`src/common/lsq_macros.svh`:
```
`ifndef LSQ_MACROS_SVH
`define LSQ_MACROS_SVH

// Load buffer depth in entries.
`define LB_ENTRIES 16

// Sequence numbers wrap, so age is taken from the signed difference.
`define SQN_W 6

`define ADDR_W 32

// APB register window, byte addressed.
`define APB_AW 4

`endif

```
`src/common/lsqPkg.sv`:
```
`default_nettype none
`include "lsq_macros.svh"

package lsqPkg;

    typedef logic [`SQN_W-1:0] SqN;

    typedef struct packed {
        logic              valid;
        SqN                sqN;     // Instruction sequence number.
        SqN                loadSqN; // Slot in load order.
        logic [`ADDR_W-1:0] addr;
    } LoadOp;

    typedef struct packed {
        logic              valid;
        SqN                sqN;
        SqN                loadSqN;
        SqN                storeSqN;
        logic [`ADDR_W-1:0] addr;
        logic [31:0]       pc;
        logic              compressed; // Set for a 16-bit encoding.
    } StoreOp;

    // Redirect toward the front end, used both ways.
    typedef struct packed {
        logic        taken;
        logic        flush;
        SqN          sqN;
        SqN          loadSqN;
        SqN          storeSqN;
        logic [31:0] dstPC;
    } BranchProv;

    typedef struct packed {
        logic               valid;
        SqN                 sqN;
        logic [`ADDR_W-3:0] addr; // Word address.
    } LBEntry;

    typedef enum logic [`APB_AW-1:0] {
        CTRL    = 4'h0,
        VIOLCNT = 4'h4,
        LASTPC  = 4'h8,
        STATUS  = 4'hC
    } lsqRegAddr;

endpackage

`default_nettype wire

```
`src/hw/loadBuffer/storeOrderCheck.sv`:
```
`timescale 1ns/1ps
`default_nettype none
`include "lsq_macros.svh"

module storeOrderCheck (
    input  lsqPkg::LBEntry entries[`LB_ENTRIES],
    input  lsqPkg::LoadOp  loadUop,
    input  logic           loadStall,
    input  lsqPkg::StoreOp storeUop,
    output logic           hit
);

    logic [`ADDR_W-3:0]     storeWord;
    logic [`LB_ENTRIES-1:0] entryHit;
    logic                   sameCycleHit;

    assign storeWord = storeUop.addr[`ADDR_W-1:2];

    //////////////////////////////////////////////////
    // Search of the held loads
    //////////////////////////////////////////////////

    // An entry is a hit when it holds the store's word and is not older than the store.
    always_comb begin
        for (int i = 0; i < `LB_ENTRIES; i++) begin
            entryHit[i] = entries[i].valid
                && (entries[i].addr == storeWord)
                && ($signed(storeUop.sqN - entries[i].sqN) <= 0);
        end
    end

    //////////////////////////////////////////////////
    // Load executing in the same cycle
    //////////////////////////////////////////////////

    // This load is not in the array yet but has already read its data.
    always_comb begin
        sameCycleHit = loadUop.valid && !loadStall
            && (loadUop.addr[`ADDR_W-1:2] == storeWord)
            && ($signed(storeUop.sqN - loadUop.sqN) <= 0);
    end

    assign hit = (|entryHit) || sameCycleHit;

endmodule

`default_nettype wire

```
`src/hw/loadBuffer/loadBuffer.sv`:
```
`timescale 1ns/1ps
`default_nettype none
`include "lsq_macros.svh"

module loadBuffer (
    input  logic              clk,
    input  logic              rst,
    input  lsqPkg::SqN        commitSqN,
    input  logic              loadStall,
    input  logic              storeStall,
    input  lsqPkg::LoadOp     loadUop,
    input  lsqPkg::StoreOp    storeUop,
    input  lsqPkg::BranchProv branchIn,
    input  logic              checkEnable,
    output lsqPkg::BranchProv branchOut,
    output lsqPkg::SqN        maxLoadSqN,
    output logic              violationPulse,
    output logic [31:0]       violationPc,
    output logic [4:0]        occupancy
);
    import lsqPkg::*;

    localparam int IDX_W = $clog2(`LB_ENTRIES);

    LBEntry entries[`LB_ENTRIES];

    SqN baseIndex;
    SqN baseNext;

    logic             commitShift;
    logic             loadAccept;
    logic             storeAccept;
    logic             storeHit;
    logic [IDX_W-1:0] loadIdx;
    logic [4:0]       validCount;

    //////////////////////////////////////////////////
    // Acceptance and base index
    //////////////////////////////////////////////////

    // Only the head may retire, and never while a branch is resolving.
    assign commitShift = !branchIn.taken && entries[0].valid
        && ($signed(commitSqN - entries[0].sqN) > 0);

    assign loadAccept = loadUop.valid && !loadStall
        && (!branchIn.taken || $signed(loadUop.sqN - branchIn.sqN) <= 0);
    assign storeAccept = storeUop.valid && !storeStall
        && (!branchIn.taken || $signed(storeUop.sqN - branchIn.sqN) <= 0);

    always_comb begin
        baseNext = baseIndex;
        if (branchIn.taken) begin
            if (branchIn.flush)
                baseNext = branchIn.loadSqN;
        end else if (commitShift) begin
            baseNext = baseIndex + SqN'(1);
        end
    end

    // Slot is taken against the base after this cycle's shift.
    assign loadIdx = loadUop.loadSqN[IDX_W-1:0] - baseNext[IDX_W-1:0];

    //////////////////////////////////////////////////
    // Entry array
    //////////////////////////////////////////////////

    always_ff @(posedge clk) begin
        if (rst) begin
            for (int i = 0; i < `LB_ENTRIES; i++)
                entries[i].valid <= 1'b0;
        end else begin
            if (branchIn.taken) begin
                for (int i = 0; i < `LB_ENTRIES; i++) begin
                    if ($signed(entries[i].sqN - branchIn.sqN) > 0)
                        entries[i].valid <= 1'b0; // Younger than the branch.
                end
            end else if (commitShift) begin
                for (int i = 0; i < `LB_ENTRIES - 1; i++)
                    entries[i] <= entries[i+1];
                entries[`LB_ENTRIES-1].valid <= 1'b0;
            end

            // Later assignment wins over the shift for the same slot.
            if (loadAccept) begin
                entries[loadIdx].valid <= 1'b1;
                entries[loadIdx].sqN   <= loadUop.sqN;
                entries[loadIdx].addr  <= loadUop.addr[`ADDR_W-1:2];
            end
        end
    end

    always_ff @(posedge clk) begin
        if (rst) begin
            baseIndex  <= '0;
            maxLoadSqN <= SqN'(`LB_ENTRIES - 1);
        end else begin
            baseIndex  <= baseNext;
            maxLoadSqN <= baseIndex + SqN'(`LB_ENTRIES - 1); // Lags the base by a cycle.
        end
    end

    //////////////////////////////////////////////////
    // Order violation redirect
    //////////////////////////////////////////////////

    storeOrderCheck u_check (
        .entries  (entries),
        .loadUop  (loadUop),
        .loadStall(loadStall),
        .storeUop (storeUop),
        .hit      (storeHit)
    );

    always_ff @(posedge clk) begin
        if (rst) begin
            branchOut.taken <= 1'b0;
        end else begin
            branchOut.taken <= storeAccept && storeHit && checkEnable;
            if (storeAccept) begin
                // Restart right after the store so the load reads again.
                branchOut.flush    <= 1'b0;
                branchOut.sqN      <= storeUop.sqN;
                branchOut.loadSqN  <= storeUop.loadSqN;
                branchOut.storeSqN <= storeUop.storeSqN;
                branchOut.dstPC    <= storeUop.pc + (storeUop.compressed ? 32'd2 : 32'd4);
            end
        end
    end

    assign violationPulse = branchOut.taken;
    assign violationPc    = branchOut.dstPC;

    always_comb begin
        validCount = '0;
        for (int i = 0; i < `LB_ENTRIES; i++)
            validCount = validCount + 5'(entries[i].valid);
    end

    always_ff @(posedge clk) begin
        if (rst)
            occupancy <= '0;
        else
            occupancy <= validCount;
    end

endmodule

`default_nettype wire

```
`src/hw/lsqConfig.sv`:
```
`timescale 1ns/1ps
`default_nettype none
`include "lsq_macros.svh"

module lsqConfig (
    input  logic               clk,
    input  logic               rst,
    input  logic               psel,
    input  logic               penable,
    input  logic               pwrite,
    input  logic [`APB_AW-1:0] paddr,
    input  logic [31:0]        pwdata,
    output logic [31:0]        prdata,
    output logic               pready,
    output logic               pslverr,
    output logic               checkEnable,
    input  logic               violationPulse,
    input  logic [31:0]        violationPc,
    input  logic [4:0]         occupancy
);
    import lsqPkg::*;

    logic        writeEn;
    logic        readEn;
    logic [15:0] violCnt;
    logic [31:0] lastPc;

    // No wait states and no error responses.
    assign pready  = psel;
    assign pslverr = 1'b0;

    assign writeEn = psel && penable && pwrite;
    assign readEn  = psel && penable && !pwrite;

    //////////////////////////////////////////////////
    // Registers
    //////////////////////////////////////////////////

    always_ff @(posedge clk) begin
        if (rst) begin
            checkEnable <= 1'b1;
            violCnt     <= '0;
            lastPc      <= '0;
        end else begin
            if (writeEn && paddr == CTRL)
                checkEnable <= pwdata[0];

            // A write of any value clears the count.
            if (writeEn && paddr == VIOLCNT)
                violCnt <= '0;
            else if (violationPulse && violCnt != 16'hffff)
                violCnt <= violCnt + 16'd1;

            if (violationPulse)
                lastPc <= violationPc;
        end
    end

    //////////////////////////////////////////////////
    // Read mux
    //////////////////////////////////////////////////

    always_comb begin
        prdata = '0;
        if (readEn) begin
            case (paddr)
                CTRL:    prdata = {31'd0, checkEnable};
                VIOLCNT: prdata = {16'd0, violCnt};
                LASTPC:  prdata = lastPc;
                STATUS:  prdata = {27'd0, occupancy};
                default: prdata = '0; // Unmapped.
            endcase
        end
    end

endmodule

`default_nettype wire

```
`src/hw/memOrderTop.sv`:
```
`timescale 1ns/1ps
`default_nettype none
`include "lsq_macros.svh"

module memOrderTop (
    input  logic               clk,
    input  logic               rst,
    input  lsqPkg::LoadOp      loadUop,
    input  lsqPkg::StoreOp     storeUop,
    input  logic               loadStall,
    input  logic               storeStall,
    input  lsqPkg::SqN         commitSqN,
    input  lsqPkg::BranchProv  branchIn,
    output lsqPkg::BranchProv  branchOut,
    output lsqPkg::SqN         maxLoadSqN,
    input  logic               psel,
    input  logic               penable,
    input  logic               pwrite,
    input  logic [`APB_AW-1:0] paddr,
    input  logic [31:0]        pwdata,
    output logic [31:0]        prdata,
    output logic               pready,
    output logic               pslverr
);

    logic        checkEnable;
    logic        violationPulse;
    logic [31:0] violationPc;
    logic [4:0]  occupancy;

    loadBuffer u_loadBuffer (
        .clk           (clk),
        .rst           (rst),
        .commitSqN     (commitSqN),
        .loadStall     (loadStall),
        .storeStall    (storeStall),
        .loadUop       (loadUop),
        .storeUop      (storeUop),
        .branchIn      (branchIn),
        .checkEnable   (checkEnable),
        .branchOut     (branchOut),
        .maxLoadSqN    (maxLoadSqN),
        .violationPulse(violationPulse),
        .violationPc   (violationPc),
        .occupancy     (occupancy)
    );

    lsqConfig u_config (
        .clk           (clk),
        .rst           (rst),
        .psel          (psel),
        .penable       (penable),
        .pwrite        (pwrite),
        .paddr         (paddr),
        .pwdata        (pwdata),
        .prdata        (prdata),
        .pready        (pready),
        .pslverr       (pslverr),
        .checkEnable   (checkEnable),
        .violationPulse(violationPulse),
        .violationPc   (violationPc),
        .occupancy     (occupancy)
    );

endmodule

`default_nettype wire

```
`config.mk`:
```
export PLATFORM = sky130hd
export DESIGN_NAME = memOrderTop
export DESIGN_NICKNAME = d
export VERILOG_FILES = /design/src/common/lsqPkg.sv /design/src/hw/loadBuffer/storeOrderCheck.sv /design/src/hw/loadBuffer/loadBuffer.sv /design/src/hw/lsqConfig.sv /design/src/hw/memOrderTop.sv
export VERILOG_INCLUDE_DIRS = /design/src /design/src/common
export SDC_FILE = /design/constraint.sdc
export NUM_CORES = 2
export LEC_CHECK = 0
export BUFFER_PORTS_ARGS = -buffer_cell sky130_fd_sc_hd__buf_2
export CORE_ASPECT_RATIO = 1.2
export CORE_MARGIN = 8
export CORE_UTILIZATION = 29
export CTS_BUF_LIST = sky130_fd_sc_hd__clkbuf_4 sky130_fd_sc_hd__clkbuf_8
export DETAILED_ROUTE_END_ITERATION = 10
export PLACE_DENSITY = 0.54
export SYNTH_ARGS = -nofsm -noshare
export SYNTH_HDL_FRONTEND = slang
export SYNTH_HIERARCHICAL = 1
export SYNTH_SLANG_ARGS = --single-unit
```
`constraint.sdc`:
```
create_clock -name clk -period 39.8 [get_ports clk]
set_clock_uncertainty 0.2 [all_clocks]
set_input_delay 5.97 -clock clk [delete_from_list [all_inputs] [get_ports clk]]
set_output_delay 5.97 -clock clk [all_outputs]
set_load 0.05 [all_outputs]
```
Word-level counts from Yosys, hierarchy flattened
Index checks and enable logic that the tools add are counted.
Widths: inputs -> output; s select.
{"block": "op_classes", "add_sub_neg": 56, "n_reduce_logical": 63, "bitwise": 2, "div": 0, "muxes": 95, "n_mul": 0, "shifts": 0, "magnitude_cmp": 38, "n_eq_ne": 22}
{"cell": "$bwmux 592", "count": 3}
{"cell": "$mux 36", "count": 31}
{"cell": "$mux 592", "count": 1}
{"cell": "$mux 556", "count": 1}
{"cell": "$eq 30x30->1", "count": 17}
{"cell": "$demux 37 s4", "count": 3}
{"cell": "$sub 6x6->6", "count": 36}
{"cell": "$pmux 32 s4", "count": 1}
{"cell": "$le 6x1->1 const B", "count": 19}
{"cell": "$gt 6x1->1 const B", "count": 17}
{"cell": "$add 5x1->5", "count": 14}
{"cell": "$logic_and 1x1->1", "count": 49}
{"cell": "$mux 1", "count": 48}
{"cell": "$mux 37", "count": 1}
{"cell": "$add 32x32->32", "count": 1}
{"cell": "$mux 32", "count": 1}
{"cell": "$mux 30", "count": 1}
{"cell": "$mux 6", "count": 3}
{"cell": "$add 16x1->16 const B", "count": 1}
{"cell": "$ne 16x16->1 const B", "count": 1}
{"cell": "$reduce_or 16->1", "count": 1}
{"cell": "$eq 4x4->1 const B", "count": 2}
{"cell": "$add 6x1->6 const B", "count": 1}
{"cell": "$add 6x4->6 const B", "count": 1}
{"cell": "other kinds (15)", "count": 22}
{"block": "word_totals", "latchBits": 0, "ff_bits": 709, "word_cells": 336, "mem_bits_ro": 0, "mem_count": 0, "ram_bits": 0}

Logic depth before layout (Yosys ltp)
{"block": "depth", "word_depth": 15, "ltp_mapped": 24}

By module
Netlist, hierarchy kept.
{"mod": "loadBuffer", "area_each_um2": 38087.8, "cells_per_inst": 2860, "seq_area_each_um2": 19478.7, "instances": 1}
{"mod": "storeOrderCheck", "area_each_um2": 9633.0, "cells_per_inst": 1253, "seq_area_each_um2": 0.0, "instances": 1}
{"mod": "lsqConfig", "area_each_um2": 2488.6, "cells_per_inst": 273, "seq_area_each_um2": 980.9, "instances": 1}

Worst setup path before layout
Ideal clock, no wire load.
{"block": "synth_timing", "path_kind": "input to register", "from": "in rst", "to": "reg u_loadBuffer/entries[100] (netlist name)", "path_stages": 2, "arrival_time_ns": 16.138, "slack_ns": 19.160, "path_cell_list": "clkbuf_1 -> clkinv_1"}
{"element": "start, declared", "line_no": "memOrderTop.sv:7", "text": "input logic rst,"}
No word-level cell between the ends.

Worst setup path after layout
{"block": "layout_timing", "from": "in paddr[3]", "to": "out prdata[25]"}
{"block": "layout_via", "elab_chain_len": 3, "elab_cells_between_ends": 6, "classes_between": "3 x eq/ne; 2 x mux; 1 x reduce/logical"}
{"element": "start, declared", "line_no": "memOrderTop.sv:19", "text": "input logic [`APB_AW-1:0] paddr,"}
{"element": "$eq 4x4->1, or another cell as far along", "line_no": "lsqConfig.sv:66", "text": "case (paddr)"}
{"element": "$pmux 32 s4 *", "line_no": "lsqConfig.sv:66"}
{"element": "$mux 32 *", "line_no": "lsqConfig.sv:65", "text": "if (readEn) begin"}
{"element": "end, declared", "line_no": "memOrderTop.sv:21", "text": "output logic [31:0] prdata,"}
Every way passes the cells marked *; elsewhere a longest branch is shown, timed or not.

==> impl_results.md <==
- Vias: 35700
- Cell area after synthesis: 50200 um^2
- Grt ovf: 0
- Finished Layout Cells: 6910
- I/O pins: 322
- Sequential Power Share: 43.6%
- Port buffer count: 244
- Setup violators final: 0
- Share of the synthesized area in the top cell type: 37.4%
- Post-synthesis sequential area ratio: 40.7%
- Synth top cells by count: mux2_2, edfxtp_1, xnor2_1, xor2_1, a21oi_1
- Critical-path top delay cell: nor3b_4
- Clock transition at path regs: 0.06 ns
- CTS sink count: 709
- Crit Path Max Fanout: 16
- Mean Syn Cell Area: 11.4 um^2
- Asr flop ratio synth: 0%
- Synth Area in Adders: 6.72%
- Mapped Cells: 4386
- Worst path max stage delay: 0.75 ns
- Chip height: 472 um
- Synth warn: 6
- Area of the multi-input gates: 27700 um^2
- Hold Crit Endpoint: u_config/lastPc[26]
- Setup_tns: 0 ns
- First-pass iteration count of the detailed router: 10
- Row cnt: 167
- Synth unique cells: 84
- Synth-to-layout area growth: 11.8%
- XOR/XNOR Fraction of Synth Area: 12.4%
- CTS Buf Count: 137
- Worst-margin pin slew: 1.34 ns
- Worst Path Required: 33.63 ns
- R2r worst-path depth: 18
- # hold bufs at CTS: 0
- Die area: 187000 um^2
- Mapped Nets: 4856
- Total power per unit cell area: 37.7 nW/um^2
- Pint: 1.46 mW
- Fin nets: 4994
- Top_reg_cell synth: edfxtp_1
- Worst R2R Setup Slack: 32.18 ns
- Layout Utilization: 32.6%
- Cell total after placement: 6666
- Residual DRC: 0
- Largest family of logic cells by synthesized area: multiplexers
- Die W: 396 um
- Final period utilization: 36.3%
- RSZ-0062 raised after global routing: no
- DRT iter0 DRCs: 2628
- Comb power frac: 20.8%
- CTS root buffer: clkbuf_8
- Status: completed
- CTS tree: done
- Critical Path Source Type: primary input
- Clock network power share: 35.5%
- Top-count cell post-synth: mux2_2
- Final min period: 14.44 ns
- Crit path DAT: 8.27 ns
- Multiplexer share of the synthesized area: 21.4%
- Vias in the first global route: 35600
- Largest net degree at the start of global routing: 160
- CP endpoint kind: output port
- WS Path Type: primary input to output port
- EDFF count, synth: 626
- Routed Antenna Nets: 0
- Routability Congestion: 0.940
- Crit path cell chain: buf_2 > nor2b_4 > nor3b_2 > nor3b_4 > and2_1 > buf_2
- VDD IR max: 0.0310 mV
- Initial antenna violation count: 31
- Area occupied by registers: 20500 um^2
- Synth area leader: edfxtp_1
- Worst-skew pair later-pin latency: 0.87 ns
- Hold depth: 2
- # fillers: 17500
- Clock Path Buffers: 3
- GRT Overall Usage: 17.8%
- Net Sw Frac: 31.1%
- Layout cells sized above 1: 29.6%
- Slew Limit Headroom: 9.72%
- Switching pwr: 0.658 mW
- Final Max Tran Viols: 0
- WL final: 174 mm
- Max-Cap Viols: 0
- Worst R2R End: u_loadBuffer/entries[246]
- H-Tree Depth: 4
- DR WL/cell: 25.2 um
- Synth Area in Compound Gates: 5.95%
- Gates resized, CTS repair: 0
- Leading post-synthesis cells by cell area: edfxtp_1, mux2_2, xnor2_1
- DR vias/cell: 5.16
- Core area: 172000 um^2
- RR Startpoint: u_loadBuffer/entries[586]
- Leakage: 20.8 nW
- Post-Synth Simple-Gate Area: 8.38%
- Min-delay src: u_config/lastPc[26]
- Peak Freq: 69.3 MHz
- Post-CTS setup buffer count: 0
- HPWL after detailed placement: 122 mm
- Most frequent CP cell: buf_2
- Effective utilization at floorplan: 29.1%
- Min-delay worst type: flop to flop
- #FFs+latches synth: 709
- First-pass GRT wire length: 250 mm
- Final Hold Vio Count: 0
-- kinds of logic after synthesis --
group / after synthesis
other: 2
adders and majority gates: 241
AOI/OAI and AO/OA: 488
DFF: 709
muxes: 972
and+or+nand+nor: 778
xor gates and xnor gates: 705
buffers and inverters: 491
-- per-layer routing --
layer  routed length, um  GRT usage (%)
met3               10200           3.01
met5                  23              0
met4                9320           8.65
met2               84300           30.6
met1               70000           21.5
-- state kept, by name (all words and copies together), names as in the netlist, named ones only --
register                     count
u_loadBuffer/violationPulse      1
u_config/checkEnable             1
u_loadBuffer/maxLoadSqN          6
u_config/violCnt                16
u_loadBuffer/occupancy           5
u_loadBuffer/entries           556
u_loadBuffer/branchOut          18
u_config/lastPc                 32
u_loadBuffer/baseIndex           5
u_loadBuffer/violationPc        32
-- stage by stage --
step           total power, mW  worst slack [ns]  hold WS (ns)  cell area, um^2
3_5_place_dp              1.38             25.33         0.275            53400
5_1_grt                   2.20             25.18         0.306            56100
6_report                  2.12             25.36         0.285            56100
3_3_place_gp              1.37             25.34         0.264            53400
2_1_floorplan             1.24             19.16         0.224            50200
4_1_cts                   2.14             25.33         0.289            56100
-- cells in the final DEF, fill, tap and decap left out, types with 10 or more instances in the layout --
master,instances
mux2_2,804
edfxtp_1,626
xnor2_1,485
buf_2,244
xor2_1,215
a21oi_1,194
ha_1,192
inv_1,188
mux2i_1,162
clkbuf_8,147
nor2_1,135
nand4_1,134
o21ai_0,98
nand2_1,94
nor4_1,92
nand3_1,86
dfxtp_1,82
nor3_1,60
buf_4,52
a21o_1,51
fa_1,48
clkbuf_4,45
nand2b_1,34
nor2b_1,33
a31oi_1,31
and2_1,26
a22oi_1,25
clkinv_1,22
and3_1,18
or3_1,12
o21a_1,12
nand2_2,10
-- worst max-delay path by stage --
stage	startpoint	endpoint	slack [ns]	cells after the start
final	paddr[3]	prdata[25]	25.36	6
after global routing	paddr[3]	prdata[28]	25.18	6
after CTS	paddr[3]	prdata[25]	25.33	6
after detailed placement	paddr[3]	prdata[25]	25.33	6
after global placement	paddr[3]	prdata[25]	25.34	6
after floorplan	rst	u_loadBuffer/entries[100]	19.16	2
-- cell type report --
| cell class | instances | share of cell area, % |
|---|---|---|
| Sequential cell | 709 | 36.5 |
| Tap cell | 2281 | 5.09 |
| Inverter | 190 | 1.28 |
| Timing Repair Buffer | 300 | 3.01 |
| Clock inverter | 45 | 0.638 |
| Multi-Input combinational cell | 3186 | 49.3 |
| Clock buffer | 192 | 4.21 |
| Antenna cell | 7 | 0.0312 |
-- power by group through the flow --
stage / Combinational, mW / Sequential [mW] / Clock, mW
3_3_place_gp: 0.432 / 0.936 / 0
4_1_cts: 0.442 / 0.923 / 0.773
3_5_place_dp: 0.440 / 0.938 / 0
2_1_floorplan: 0.297 / 0.942 / 0
5_1_grt: 0.474 / 0.929 / 0.800
6_report: 0.441 / 0.923 / 0.752
-- worst max-delay path, delay by kind of cell --
| family | cells | cell delay, ns |
|---|---|---|
| buffers and inverters | 2 | 0.47 |
| AND/OR/NAND/NOR | 4 | 1.82 |
Note: power is estimated with default switching activity, not from simulation.
